===== src/tag_store_consts.svh =====
`ifndef TAG_STORE_CONSTS_SVH
`define TAG_STORE_CONSTS_SVH

// Geometry of the tag store
// Number of ways per set
`define TAG_WAYS 4

// Set index width, 64 sets
`define TAG_INDEX_W 6

// Stored address tag width
`define TAG_W 10

// Timing of the tag memories
// Cycles from a RAM read request to its data
`define TAG_RAM_LATENCY 1

`endif


===== src/tag_geom_pkg.sv =====
`include "tag_store_consts.svh"

package tag_geom_pkg;

  // One bit per way, used for enables, hits and victims
  typedef logic [`TAG_WAYS-1:0] way_vec_t;

  // Set index, doubles as the RAM address
  typedef logic [`TAG_INDEX_W-1:0] index_t;

  // Address tag as stored in the memories
  typedef logic [`TAG_W-1:0] tag_t;

  // One stored entry
  typedef struct packed {
    // Entry holds a line
    logic valid;
    // Line differs from the backing memory
    logic dirty;
    tag_t tag;
  } tag_entry_t;

endpackage


===== src/tag_req_pkg.sv =====
package tag_req_pkg;

  // Request modes of the tag store
  typedef enum logic {
    LOOKUP = 1'b0,
    FLUSH  = 1'b1
  } store_mode_e;

  // Request as accepted from the requester
  typedef struct packed {
    store_mode_e            mode;
    // Ways to look in, or the single way to flush
    tag_geom_pkg::way_vec_t way;
    tag_geom_pkg::index_t   index;
    tag_geom_pkg::tag_t     tag;
    // Lookup comes from a write
    logic                   dirty;
  } store_req_t;

  // Response handed to the spill register
  typedef struct packed {
    // Hit way, victim way or flushed way
    tag_geom_pkg::way_vec_t way;
    logic                   hit;
    // Entry must be written back
    logic                   evict;
    // Tag of the entry to write back
    tag_geom_pkg::tag_t     evict_tag;
  } store_res_t;

endpackage


===== src/tag_ram_if.sv =====
`timescale 1ns/1ps
`include "tag_store_consts.svh"

interface tag_ram_if;

  // Request side, one enable per way
  tag_geom_pkg::way_vec_t   ram_req;
  tag_geom_pkg::way_vec_t   ram_we;
  tag_geom_pkg::index_t     ram_index;
  tag_geom_pkg::tag_entry_t ram_wdata;

  // Read side, one entry and one token per way
  tag_geom_pkg::tag_entry_t [`TAG_WAYS-1:0] ram_rdata;
  tag_geom_pkg::way_vec_t                   ram_rvalid;

  // Controller view
  modport ctrl (
    output ram_req, ram_we, ram_index, ram_wdata,
    input  ram_rdata, ram_rvalid
  );

  // Memory bank view
  modport bank (
    input  ram_req, ram_we, ram_index, ram_wdata,
    output ram_rdata, ram_rvalid
  );

endinterface


===== src/tag_ram_bank.sv =====
`timescale 1ns/1ps
`include "tag_store_consts.svh"

module tag_ram_bank (
  input  logic clk_i,
  input  logic rst_i,
  tag_ram_if.bank ram
);

  localparam int LAT = `TAG_RAM_LATENCY;

  for (genvar w = 0; w < `TAG_WAYS; w++) begin : gen_way
    // Entry array of this way
    tag_geom_pkg::tag_entry_t mem [2**`TAG_INDEX_W];
    // Read data pipeline, last stage is the output
    tag_geom_pkg::tag_entry_t rd_pipe [LAT];
    // Read-valid tokens, one per stage
    logic [LAT-1:0]           vld_pipe;
    logic                     rd_en;

    // A request without write enable is a read
    assign rd_en = ram.ram_req[w] & ~ram.ram_we[w];

    always_ff @(posedge clk_i) begin
      if (ram.ram_req[w] && ram.ram_we[w]) begin
        mem[ram.ram_index] <= ram.ram_wdata;
      end
      if (rd_en) begin
        rd_pipe[0] <= mem[ram.ram_index];
      end
      // Later stages only move with their token, so data stays after arrival
      for (int s = 1; s < LAT; s++) begin
        if (vld_pipe[s-1]) begin
          rd_pipe[s] <= rd_pipe[s-1];
        end
      end
    end

    // Token shift register
    always_ff @(posedge clk_i) begin
      if (rst_i) begin
        vld_pipe <= '0;
      end else begin
        vld_pipe <= (vld_pipe << 1) | LAT'(rd_en);
      end
    end

    assign ram.ram_rdata[w]  = rd_pipe[LAT-1];
    assign ram.ram_rvalid[w] = vld_pipe[LAT-1];
  end

endmodule


===== src/evict_box.sv =====
`timescale 1ns/1ps
`include "tag_store_consts.svh"

module evict_box (
  input  logic                   clk_i,
  input  logic                   rst_i,
  input  logic                   req_i,
  input  tag_geom_pkg::way_vec_t tag_valid_i,
  input  tag_geom_pkg::way_vec_t tag_dirty_i,
  input  tag_geom_pkg::way_vec_t spm_lock_i,
  output tag_geom_pkg::way_vec_t way_o,
  output logic                   evict_o,
  output logic                   valid_o
);

  localparam int PTR_W = $clog2(`TAG_WAYS);

  tag_geom_pkg::way_vec_t unlocked, free_ways, pick_way;
  logic [PTR_W-1:0]       ptr_q, pick_idx;
  logic                   pick_ptr, decide;
  logic                   valid_q, evict_q;
  tag_geom_pkg::way_vec_t way_q;

  // Scratchpad ways never take part
  assign unlocked  = ~spm_lock_i;
  assign free_ways = unlocked & ~tag_valid_i;
  // Decide once, on the cycle the request rises
  assign decide    = req_i & ~valid_q;

  always_comb begin : proc_pick
    logic [PTR_W-1:0] cand;
    pick_way = '0;
    pick_ptr = 1'b0;
    pick_idx = ptr_q;
    cand     = ptr_q;
    if (|free_ways) begin
      // Lowest free way wins, walk down so the last match is the lowest
      for (int i = `TAG_WAYS - 1; i >= 0; i--) begin
        if (free_ways[i]) begin
          pick_way = tag_geom_pkg::way_vec_t'(1) << i;
        end
      end
    end else begin
      // Round robin, first unlocked way at or after the pointer
      pick_ptr = 1'b1;
      for (int i = `TAG_WAYS - 1; i >= 0; i--) begin
        cand = PTR_W'(ptr_q + i);
        if (unlocked[cand]) begin
          pick_way = tag_geom_pkg::way_vec_t'(1) << cand;
          pick_idx = cand;
        end
      end
    end
  end

  always_ff @(posedge clk_i) begin
    if (rst_i) begin
      valid_q <= 1'b0;
      way_q   <= '0;
      evict_q <= 1'b0;
      ptr_q   <= '0;
    end else begin
      valid_q <= req_i;
      if (decide) begin
        way_q   <= pick_way;
        // Victim holds a valid dirty line
        evict_q <= |(pick_way & tag_valid_i & tag_dirty_i);
        if (pick_ptr) begin
          ptr_q <= pick_idx + 1'b1;
        end
      end
    end
  end

  assign way_o   = way_q;
  assign evict_o = evict_q;
  assign valid_o = valid_q;

endmodule


===== src/spill_reg.sv =====
`timescale 1ns/1ps

module spill_reg (
  input  logic                   clk_i,
  input  logic                   rst_i,
  input  logic                   valid_i,
  input  tag_req_pkg::store_res_t data_i,
  output logic                   ready_o,
  output logic                   valid_o,
  output tag_req_pkg::store_res_t data_o,
  input  logic                   ready_i
);

  // Slot A takes new data, slot B holds the older one on a stall
  tag_req_pkg::store_res_t a_data_q, b_data_q;
  logic                    a_full_q, b_full_q;
  logic                    a_fill, a_drain, b_fill, b_drain;

  assign a_fill  = valid_i & ready_o;
  // A empties into B or straight out whenever B is free
  assign a_drain = a_full_q & ~b_full_q;
  assign b_fill  = a_drain & ~ready_i;
  assign b_drain = b_full_q & ready_i;

  always_ff @(posedge clk_i) begin
    if (a_fill) begin
      a_data_q <= data_i;
    end
    if (b_fill) begin
      b_data_q <= a_data_q;
    end
  end

  always_ff @(posedge clk_i) begin
    if (rst_i) begin
      a_full_q <= 1'b0;
      b_full_q <= 1'b0;
    end else begin
      a_full_q <= a_fill | (a_full_q & ~a_drain);
      b_full_q <= b_fill | (b_full_q & ~b_drain);
    end
  end

  // Ready only from fill state
  assign ready_o = ~a_full_q | ~b_full_q;
  assign valid_o = a_full_q | b_full_q;
  // B is always the older result
  assign data_o  = b_full_q ? b_data_q : a_data_q;

endmodule


===== src/tag_store_ctrl.sv =====
`timescale 1ns/1ps
`include "tag_store_consts.svh"

module tag_store_ctrl (
  input  logic                    clk_i,
  input  logic                    rst_i,
  input  tag_req_pkg::store_req_t req_i,
  input  logic                    req_valid_i,
  output logic                    req_ready_o,
  output logic                    evict_req_o,
  input  logic                    evict_valid_i,
  input  tag_geom_pkg::way_vec_t  evict_way_i,
  input  logic                    evict_flag_i,
  output tag_req_pkg::store_res_t res_o,
  output logic                    res_valid_o,
  input  logic                    res_ready_i,
  tag_ram_if.ctrl                 ram
);

  typedef enum logic {
    ST_IDLE,
    ST_BUSY
  } ctrl_state_e;

  ctrl_state_e              state_q, state_d;
  tag_req_pkg::store_req_t  req_q;
  logic                     load_req, accept, data_ready;
  tag_geom_pkg::way_vec_t   rvalid_q, hit;
  tag_geom_pkg::tag_entry_t hit_entry, victim_entry, flush_entry;

  // Selects the entry of the one-hot way, zero when none
  function automatic tag_geom_pkg::tag_entry_t pick_entry(
    input tag_geom_pkg::way_vec_t                   sel,
    input tag_geom_pkg::tag_entry_t [`TAG_WAYS-1:0] rd
  );
    tag_geom_pkg::tag_entry_t e;
    e = '0;
    for (int w = 0; w < `TAG_WAYS; w++) begin
      if (sel[w]) begin
        e = e | rd[w];
      end
    end
    return e;
  endfunction

  // Hit only in requested ways with a valid matching tag
  always_comb begin
    for (int w = 0; w < `TAG_WAYS; w++) begin
      hit[w] = req_q.way[w] & ram.ram_rdata[w].valid & (ram.ram_rdata[w].tag == req_q.tag);
    end
  end

  assign hit_entry    = pick_entry(hit, ram.ram_rdata);
  assign victim_entry = pick_entry(evict_way_i, ram.ram_rdata);
  assign flush_entry  = pick_entry(req_q.way, ram.ram_rdata);

  // Read data is usable from the token until the result leaves
  assign data_ready = (|ram.ram_rvalid) | (|rvalid_q);
  assign accept     = res_valid_o & res_ready_i;

  always_comb begin : proc_seq
    state_d       = state_q;
    req_ready_o   = 1'b0;
    load_req      = 1'b0;
    res_valid_o   = 1'b0;
    evict_req_o   = 1'b0;
    ram.ram_req   = '0;
    ram.ram_we    = '0;
    ram.ram_index = req_q.index;
    ram.ram_wdata = '0;
    if (state_q == ST_IDLE) begin
      req_ready_o = 1'b1;
      // Start the read on the accept edge
      if (req_valid_i) begin
        load_req      = 1'b1;
        state_d       = ST_BUSY;
        ram.ram_req   = req_i.way;
        ram.ram_index = req_i.index;
      end
    end else if (req_q.mode == tag_req_pkg::LOOKUP) begin
      if (data_ready) begin
        if (|hit) begin
          res_valid_o = 1'b1;
        end else begin
          // Miss, wait for a victim
          evict_req_o = 1'b1;
          res_valid_o = evict_valid_i;
        end
      end
      if (accept) begin
        if (|hit) begin
          if (req_q.dirty && !hit_entry.dirty) begin
            // Dirty upgrade of the hit entry
            ram.ram_req   = hit;
            ram.ram_we    = hit;
            ram.ram_wdata = tag_geom_pkg::tag_entry_t'{valid: 1'b1, dirty: 1'b1, tag: req_q.tag};
            state_d       = ST_IDLE;
          end else if (req_valid_i && req_i.mode == tag_req_pkg::LOOKUP) begin
            // Clean hit, chain the next lookup
            req_ready_o   = 1'b1;
            load_req      = 1'b1;
            ram.ram_req   = req_i.way;
            ram.ram_index = req_i.index;
          end else begin
            state_d = ST_IDLE;
          end
        end else begin
          // Miss, new tag goes into the victim
          ram.ram_req   = evict_way_i;
          ram.ram_we    = evict_way_i;
          ram.ram_wdata = tag_geom_pkg::tag_entry_t'{
            valid: 1'b1, dirty: req_q.dirty, tag: req_q.tag};
          state_d       = ST_IDLE;
        end
      end
    end else begin
      // Flush reports once the entry is read, then clears it
      res_valid_o = data_ready;
      if (accept) begin
        ram.ram_req = req_q.way;
        ram.ram_we  = req_q.way;
        state_d     = ST_IDLE;
      end
    end
  end

  // Response content
  always_comb begin : proc_res
    res_o = '0;
    if (state_q == ST_BUSY) begin
      if (req_q.mode == tag_req_pkg::LOOKUP) begin
        if (|hit) begin
          res_o.way = hit;
          res_o.hit = 1'b1;
        end else begin
          res_o.way       = evict_way_i;
          res_o.evict     = evict_flag_i;
          res_o.evict_tag = evict_flag_i ? victim_entry.tag : '0;
        end
      end else begin
        res_o.way       = req_q.way;
        res_o.evict     = flush_entry.valid & flush_entry.dirty;
        res_o.evict_tag = res_o.evict ? flush_entry.tag : '0;
      end
    end
  end

  always_ff @(posedge clk_i) begin
    if (rst_i) begin
      state_q  <= ST_IDLE;
      req_q    <= '0;
      rvalid_q <= '0;
    end else begin
      state_q <= state_d;
      if (load_req) begin
        req_q <= req_i;
      end
      // Keep the token while the result waits for the spill register
      if (accept) begin
        rvalid_q <= '0;
      end else if (|ram.ram_rvalid) begin
        rvalid_q <= ram.ram_rvalid;
      end
    end
  end

endmodule


===== src/tag_store_top.sv =====
`timescale 1ns/1ps
`include "tag_store_consts.svh"

module tag_store_top (
  input  logic                     clk_i,
  input  logic                     rst_i,
  input  tag_geom_pkg::way_vec_t   spm_lock_i,
  input  tag_req_pkg::store_mode_e req_mode_i,
  input  tag_geom_pkg::way_vec_t   req_way_i,
  input  tag_geom_pkg::index_t     req_index_i,
  input  tag_geom_pkg::tag_t       req_tag_i,
  input  logic                     req_dirty_i,
  input  logic                     req_valid_i,
  output logic                     req_ready_o,
  output tag_geom_pkg::way_vec_t   res_way_o,
  output logic                     res_hit_o,
  output logic                     res_evict_o,
  output tag_geom_pkg::tag_t       res_evict_tag_o,
  output logic                     res_valid_o,
  input  logic                     res_ready_i
);

  tag_req_pkg::store_req_t req;
  tag_req_pkg::store_res_t res, res_out;
  logic                    res_valid, res_ready;
  logic                    evict_req, evict_valid, evict_flag;
  tag_geom_pkg::way_vec_t  evict_way, tag_val, tag_dirty;

  tag_ram_if ram_if ();

  // Request fields into the struct
  assign req = '{mode: req_mode_i, way: req_way_i, index: req_index_i,
                 tag: req_tag_i, dirty: req_dirty_i};

  // Held read data feeds the victim choice
  for (genvar w = 0; w < `TAG_WAYS; w++) begin : gen_flags
    assign tag_val[w]   = ram_if.ram_rdata[w].valid;
    assign tag_dirty[w] = ram_if.ram_rdata[w].dirty;
  end

  tag_store_ctrl u_ctrl (
    .clk_i, .rst_i, .req_i(req), .req_valid_i, .req_ready_o,
    .evict_req_o(evict_req), .evict_valid_i(evict_valid), .evict_way_i(evict_way),
    .evict_flag_i(evict_flag), .res_o(res), .res_valid_o(res_valid),
    .res_ready_i(res_ready), .ram(ram_if.ctrl)
  );

  tag_ram_bank u_bank (.clk_i, .rst_i, .ram(ram_if.bank));

  evict_box u_evict (
    .clk_i, .rst_i, .req_i(evict_req), .tag_valid_i(tag_val), .tag_dirty_i(tag_dirty),
    .spm_lock_i, .way_o(evict_way), .evict_o(evict_flag), .valid_o(evict_valid)
  );

  spill_reg u_spill (
    .clk_i, .rst_i, .valid_i(res_valid), .data_i(res), .ready_o(res_ready),
    .valid_o(res_valid_o), .data_o(res_out), .ready_i(res_ready_i)
  );

  // Response struct out to the ports
  assign res_way_o       = res_out.way;
  assign res_hit_o       = res_out.hit;
  assign res_evict_o     = res_out.evict;
  assign res_evict_tag_o = res_out.evict_tag;

endmodule


===== config.mk =====
export PLATFORM = sky130hd
export DESIGN_NAME = tag_store_top
export DESIGN_NICKNAME = d
export VERILOG_FILES = /design/src/tag_geom_pkg.sv /design/src/tag_req_pkg.sv /design/src/tag_ram_if.sv /design/src/tag_ram_bank.sv /design/src/evict_box.sv /design/src/spill_reg.sv /design/src/tag_store_ctrl.sv /design/src/tag_store_top.sv
export VERILOG_INCLUDE_DIRS = /design/src
export SDC_FILE = /design/constraint.sdc
export NUM_CORES = 2
export LEC_CHECK = 0
export BUFFER_PORTS_ARGS = -buffer_cell sky130_fd_sc_hd__buf_2
export CORE_MARGIN = 3
export CORE_UTILIZATION = 37
export CTS_BUF_LIST = sky130_fd_sc_hd__clkbuf_8 sky130_fd_sc_hd__clkbuf_16
export DETAILED_ROUTE_END_ITERATION = 12
export HOLD_SLACK_MARGIN = 0.03
export PLACE_DENSITY = 0.48
export RECOVER_POWER = 100
export REMOVE_ABC_BUFFERS = 1
export SLEW_MARGIN = 10
export SYNTH_ARGS = -nofsm -noshare
export SYNTH_HDL_FRONTEND = slang
export SYNTH_SLANG_ARGS = --single-unit

===== constraint.sdc =====
create_clock -name clk_i -period 12 [get_ports clk_i]
set_input_delay 1.8 -clock clk_i [delete_from_list [all_inputs] [get_ports clk_i]]
set_output_delay 1.8 -clock clk_i [all_outputs]
set_load 0.02 [all_outputs]

Word-level counts from Yosys, hierarchy flattened. Memories as Yosys holds them, arrays and structs flattened. Cells that the tools add are included.

Bits in writable memories: 3120. Logic and storage cells: 219. Flip-flop bits (word level): 73. Output and inout bits: 18. Input bits: 30. Memories kept: 8.

Bitwise logic cells: 52. Mux-type cells: 103. Add/subtract/negate cells: 4. Shift operators: 4. Order comparisons: 4. Reductions and logical operators: 15. Eq/ne operators: 4.

Memories: u_bank.gen_way[0].mem (depth 64, bits a word 12, read ports 1, clocked after memory_dff 0, wr ports 1, line tag_ram_bank.sv:14) `` tag_geom_pkg::tag_entry_t mem [2**`TAG_INDEX_W]; ``; u_bank.gen_way[1].mem (depth 64, bits a word 12, read ports 1, clocked after memory_dff 0, wr ports 1, line tag_ram_bank.sv:14); u_bank.gen_way[2].mem (depth 64, bits a word 12, read ports 1, clocked after memory_dff 0, wr ports 1, line tag_ram_bank.sv:14); u_bank.gen_way[3].mem (depth 64, bits a word 12, read ports 1, clocked after memory_dff 0, wr ports 1, line tag_ram_bank.sv:14); u_bank.gen_way[0].rd_pipe (depth 1, bits a word 12, read ports 1, clocked after memory_dff 0, wr ports 1, line tag_ram_bank.sv:16) `tag_geom_pkg::tag_entry_t rd_pipe [LAT];`; u_bank.gen_way[1].rd_pipe (depth 1, bits a word 12, read ports 1, clocked after memory_dff 0, wr ports 1, line tag_ram_bank.sv:16); 2 more memories.

Operator list (count): $mux W12 (9); $mux W4 (24); $mux W11 (6); $mux W10 (6); $mux W6 (7); $mux W1 (41); $eq A10 B10 Y1 (4); $or A12 B12 Y12 (3); $or A11 B11 Y11 (3); $or A10 B10 Y10 (3); $and A1 B1 Y1 (20); $reduce_or A4 Y1 (5); $mux W16 (1); $shl A1 B2 Y4 const A (4); $not A1 Y1 (13); $and A4 B4 Y4 (3); $lt A2 B3 Y1 const B (4); $mux W2 (5); $bmux W1 S2 (4); $not A4 Y4 (2); $logic_and A1 B1 Y1 (6); $or A1 B1 Y1 (5); $add A2 B1 Y2 const B (2); $add A2 B2 Y2 const B (2); 3 further kinds (4).

Logic depth before layout (Yosys ltp). An unclocked memory read counts as a cell.

Depth after elaboration: 21. Depth in mapped cells: 18. Depth with buffers taken out: 11.

By module. A second synthesis with hierarchy kept.

Cell total of the unflattened synthesis: 7385. Area, all modules: 124624.5 sq um.

By module, submodules not included: tag_ram_bank (area each 119216.8 sq um, cells an instance 6810, instances 1); tag_store_ctrl (area each 3052.9 sq um, cells an instance 384, instances 1); spill_reg (area each 1244.9 sq um, cells an instance 59, instances 1); evict_box (area each 1109.8 sq um, cells an instance 132, instances 1).

Worst setup path after synthesis. Ideal clock, no wire load.

Path type: reg-to-reg. From: register u_ctrl.req_q[6] (netlist name). To: memory u_bank.gen_way[0].mem[0][2] (netlist name), data pin. Data arrival time: 9.571 ns. Data required time: 11.132 ns. Cell stages (with the launch flop): 12. Period minus slack after synthesis: 10.439 ns. Path buffers: 3. Slack: 1.561 ns. Setup time: 0.868 ns. Cells stage by stage: dfxtp_1 buf_2 xor2_1 nor4_1 and3_1 or4_4 buf_6 o31ai_1 nand2b_1 a21oi_1 clkbuf_1 and2_1.

RTL lines: start: declaration (line tag_store_ctrl.sv:26) `tag_req_pkg::store_req_t req_q;`; start signal: assignment (line tag_store_ctrl.sv:156) `req_q <= req_i;`; end: declaration (line tag_ram_bank.sv:14).

Worst setup path after layout.
From: register u_spill.b_full_q. To: memory u_bank.gen_way[3].rd_pipe[0][1] (netlist name), data pin.

Word-level cells in the longest chain between the ends: 7.

Ends and longest elaborated chain: start: declaration (line spill_reg.sv:16) `logic a_full_q, b_full_q;`; start signal: assignment (line spill_reg.sv:40) `b_full_q <= b_fill | (b_full_q & ~b_drain);`; $not A1 Y1 (line spill_reg.sv:45) `assign ready_o = ~a_full_q | ~b_full_q;`; $or A1 B1 Y1 (line spill_reg.sv:45); $and A1 B1 Y1 (line tag_store_ctrl.sv:59) `assign accept = res_valid_o & res_ready_i;`; $mux W6 (line tag_store_ctrl.sv:90) `if (accept) begin`; $mux W6 (line tag_store_ctrl.sv:80) `end else if (req_q.mode == tag_req_pkg::LOOKUP) begin`; $mux W6 (line tag_store_ctrl.sv:71) `if (state_q == ST_IDLE) begin`; $mem_v2 Z64 W12; end: declaration (line tag_ram_bank.sv:16).

Every way passes these cells.

==> metrics.cfg <==
[detailed_routing]
drc = 0
first_pass_iters = 6
drt_wl_total_um = 428000
vias_per_cell = 6.02
avgRoutedWirePerCell_um = 34.5
drtIter0Drc = 8655
route.vias.total = 74700
ant_nets = 0

[yosys]
syn_area_per_cell_um2 = 16.7
netlist_instances = 7466
yosysWarnings = 0
seq_area_frac_synth_pct = 76.4
ys_seq_elements = 3193
synth_flop_cell = edfxtp_1
synth_area_um2 = 125000
async_reset_ff_share_pct = 0
synth_edf_count = 3152
ys_types = 78

[cts]
clockBufferDepth = 4
htreeDepth = 5
tritoncts = yes
clk_transition_reported_paths_ps = 60
numCtsBuffers = 348
cts.sinks = 3193
worstSkewPairLatency_ps = 950
post-cts-setup-buffers = 0
clockRootBuffer = clkbuf_16
ctsHoldBuffers = 0
cts.repair.resized = 0

[timing]
slew_headroom_pct = -280
fmax_ghz = 0.101
finalHoldViolCount = 0
worst_pin_slew_ps = 5700
finalSetupTns_ps = 0
slew_viol_final = 1805
min_period_over_period_pct = 82.3
finalWorstSetupSlack_ps = 2130
setup_viol = 0
clock_skew_ps = 65.4
period_minus_slack_ps = 9870
whs_ps = 449
rsz0062_at_grt = no

[layout]
utilization_pct = 42.4
area_growth_syn_to_layout_pct = 13.5
drive_above_1_share_pct = 15.4
final_cell_mix = 3152 x edfxtp_1, 581 x a22oi_1, 485 x mux2_2
final_common_cell = edfxtp_1
fin_nets = 7655

[floorplan]
io_pins = 48
num_rows = 212
die_area_um2 = 345000
die_x_um = 587
fp.dieH_um = 587
start_util_pct = 37.3
core_um2 = 335000

[worst_setup_path]
reg2reg_from = u_spill.b_full_q$_SDFF_PP0_
slowest_delay_ps = 2250
ff2ff_path_depth = 12
worst-path-buf-inv = 2
critical-path-top-delay-family = buffers and inverters
crit_type = reg2reg
required_ps = 12660
reg2reg_to = u_bank.gen_way[3].rd_pipe[0][1]$_DFFE_PP_
r2r_slack_ps = 2130
crit_chain = nand2_1 > o211a_1 > and4b_1 > o41ai_1 > o21a_2 > clkbuf_1 > mux2_1 > nand3_1 > clkbuf_1 > a41oi_1 > a2111oi_1 > nand4_1
path_common_cell = clkbuf_1
cp-start-kind = flip-flop
endpoint_kind = flip-flop
cp_max_fo = 33
cp.arrival_ps = 10530
slowest_stage = clkbuf_1

[place]
globalplace.congestion = 0.886
hpwl_um = 252000
io_buffers = 47
place_ws_ps = 3960

[power_and_ir_drop]
p_leak_nw = 42.6
p_per_area_nw_per_um2 = 179
irDropWorstVdd_uv = 120
total_power_mw = 25.3

[worst_hold_path]
hp-start = u_spill.a_data_q[3]$_SDFFCE_PN0N_
hold_path_depth = 0
hold_class = reg2reg
whs_endpoint = u_spill.b_data_q[3]$_DFFE_PP_

[run_status]
violations = max-capacitance violations, max-slew violations
outcome = complete, but fails checks

[grt]
grt_pass1_wl_um = 592000
antenna_found_initial = 35
first_global_vias = 73000
grt_overflow_total = 0
grt_max_degree = 179
grt_use_total_pct = 24.0

[job]
cap_viol_max_count = 61

-- layout make-up --
cell class	count	area [um^2]
fillers	30100	193000
flip-flops and latches	3193	95500
multi-input cells	3682	27200
clock buffers	364	9060
well taps	4494	5620
repair buffers	382	2280
clock inverters	259	2090
inverters	14	52.6
diodes	14	35.0
-- report_power, final --
part	total [mW]	switching (mW)	internal (mW)
Sequential	12.2	0.0577	12.1
Combinational	2.60	1.93	0.670
Clock	10.5	4.39	6.15
Total	25.3	6.37	19.0
-- synth_stat cells, types with 7 or more instances --
cell	instances	area [um^2]
edfxtp_1	3152	94700
a22oi_1	582	4370
mux2_2	487	5480
a221oi_1	418	3660
clkbuf_1	331	1240
nor2_1	309	1160
nand2_1	270	1010
o21ai_0	250	1250
buf_2	178	891
a21oi_1	168	841
mux2i_1	158	1580
and3_1	151	945
o22ai_1	98	613
nand3_1	91	455
o211ai_1	72	541
o2bb2ai_1	62	543
nor3_1	60	300
buf_1	52	195
nand4_1	47	294
a31oi_1	46	288
a211oi_1	44	330
dfxtp_1	41	821
xor2_1	41	359
o221ai_1	37	324
a211o_1	35	307
a222oi_1	21	210
a21o_1	18	135
a32oi_1	18	158
a22o_1	15	131
a41oi_1	14	123
nand2b_1	14	87.6
nor4_1	14	87.6
a2111oi_0	13	114
and2_1	13	81.3
inv_1	13	48.8
buf_4	10	75.1
a311oi_1	8	70.1
a31o_2	7	61.3
o21ai_1	7	35.0
-- cell families (layout without fill, tap and decap cells) --
family / count (synthesis) / after routing / synth area share, %
AO/OA/AOI/OAI: 1977 / 1977 / 11.7
XOR/XNOR: 42 / 42 / 0.295
flip-flops: 3193 / 3193 / 76.4
other: 0 / 14 / 0
buffers and inverters: 591 / 1019 / 2.02
AND/OR/NAND/NOR: 1006 / 1006 / 3.79
adder cells (fa/ha/maj): 4 / 4 / 0.0401
multiplexers: 653 / 653 / 5.75
-- layer usage --
| metal | GRT usage (%) | part of all wire (%) | vias to the layer above |
|---|---|---|---|
| met5 | 0 | 0.011 | - |
| met1 | 32.5 | 41 | 39500 |
| met3 | 4.11 | 7.5 | 730 |
| met2 | 39.0 | 47 | 3399 |
| met4 | 8.71 | 4.1 | 6 |
| li1 | - | - | 31000 |
-- per-stage QoR --
stage	cells	instance area, um^2
floorplan	6889	122000
global placement	11800	132000
detailed placement	11800	132000
CTS	12400	143000
global route	12400	142000
finish	12400	142000
-- worst max-delay path by stage --
stage	startpoint	to	slack [ps]	depth (start not counted)
2_1_floorplan	req_valid_i	u_bank.gen_way[3].rd_pipe[0][10]$_DFFE_PP_	-19710	9
3_3_place_gp	req_valid_i	u_bank.gen_way[1].rd_pipe[0][0]$_DFFE_PP_	3510	13
3_5_place_dp	req_valid_i	u_bank.gen_way[1].rd_pipe[0][0]$_DFFE_PP_	3960	12
4_1_cts	u_spill.b_full_q$_SDFF_PP0_	u_bank.gen_way[1].rd_pipe[0][0]$_DFFE_PP_	4210	13
5_1_grt	u_ctrl.req_q[6]$_SDFFE_PP0P_	u_bank.gen_way[1].mem[5][3]$_DFFE_PP_	1990	10
6_report	u_spill.b_full_q$_SDFF_PP0_	u_bank.gen_way[3].rd_pipe[0][1]$_DFFE_PP_	2130	12
-- sequential cells by signal, indices dropped and copies added (netlist names), 2 cells and up --
register	count
u_spill.a_data_q	16
u_ctrl.rvalid_q	4
u_spill.b_data_q	16
u_bank.gen_way.mem	3072
u_bank.gen_way.rd_pipe	48
u_ctrl.req_q	22
u_bank.gen_way.vld_pipe	4
u_evict.way_o	4
u_evict.ptr_q	2
Power figures use the tool's default switching activity.
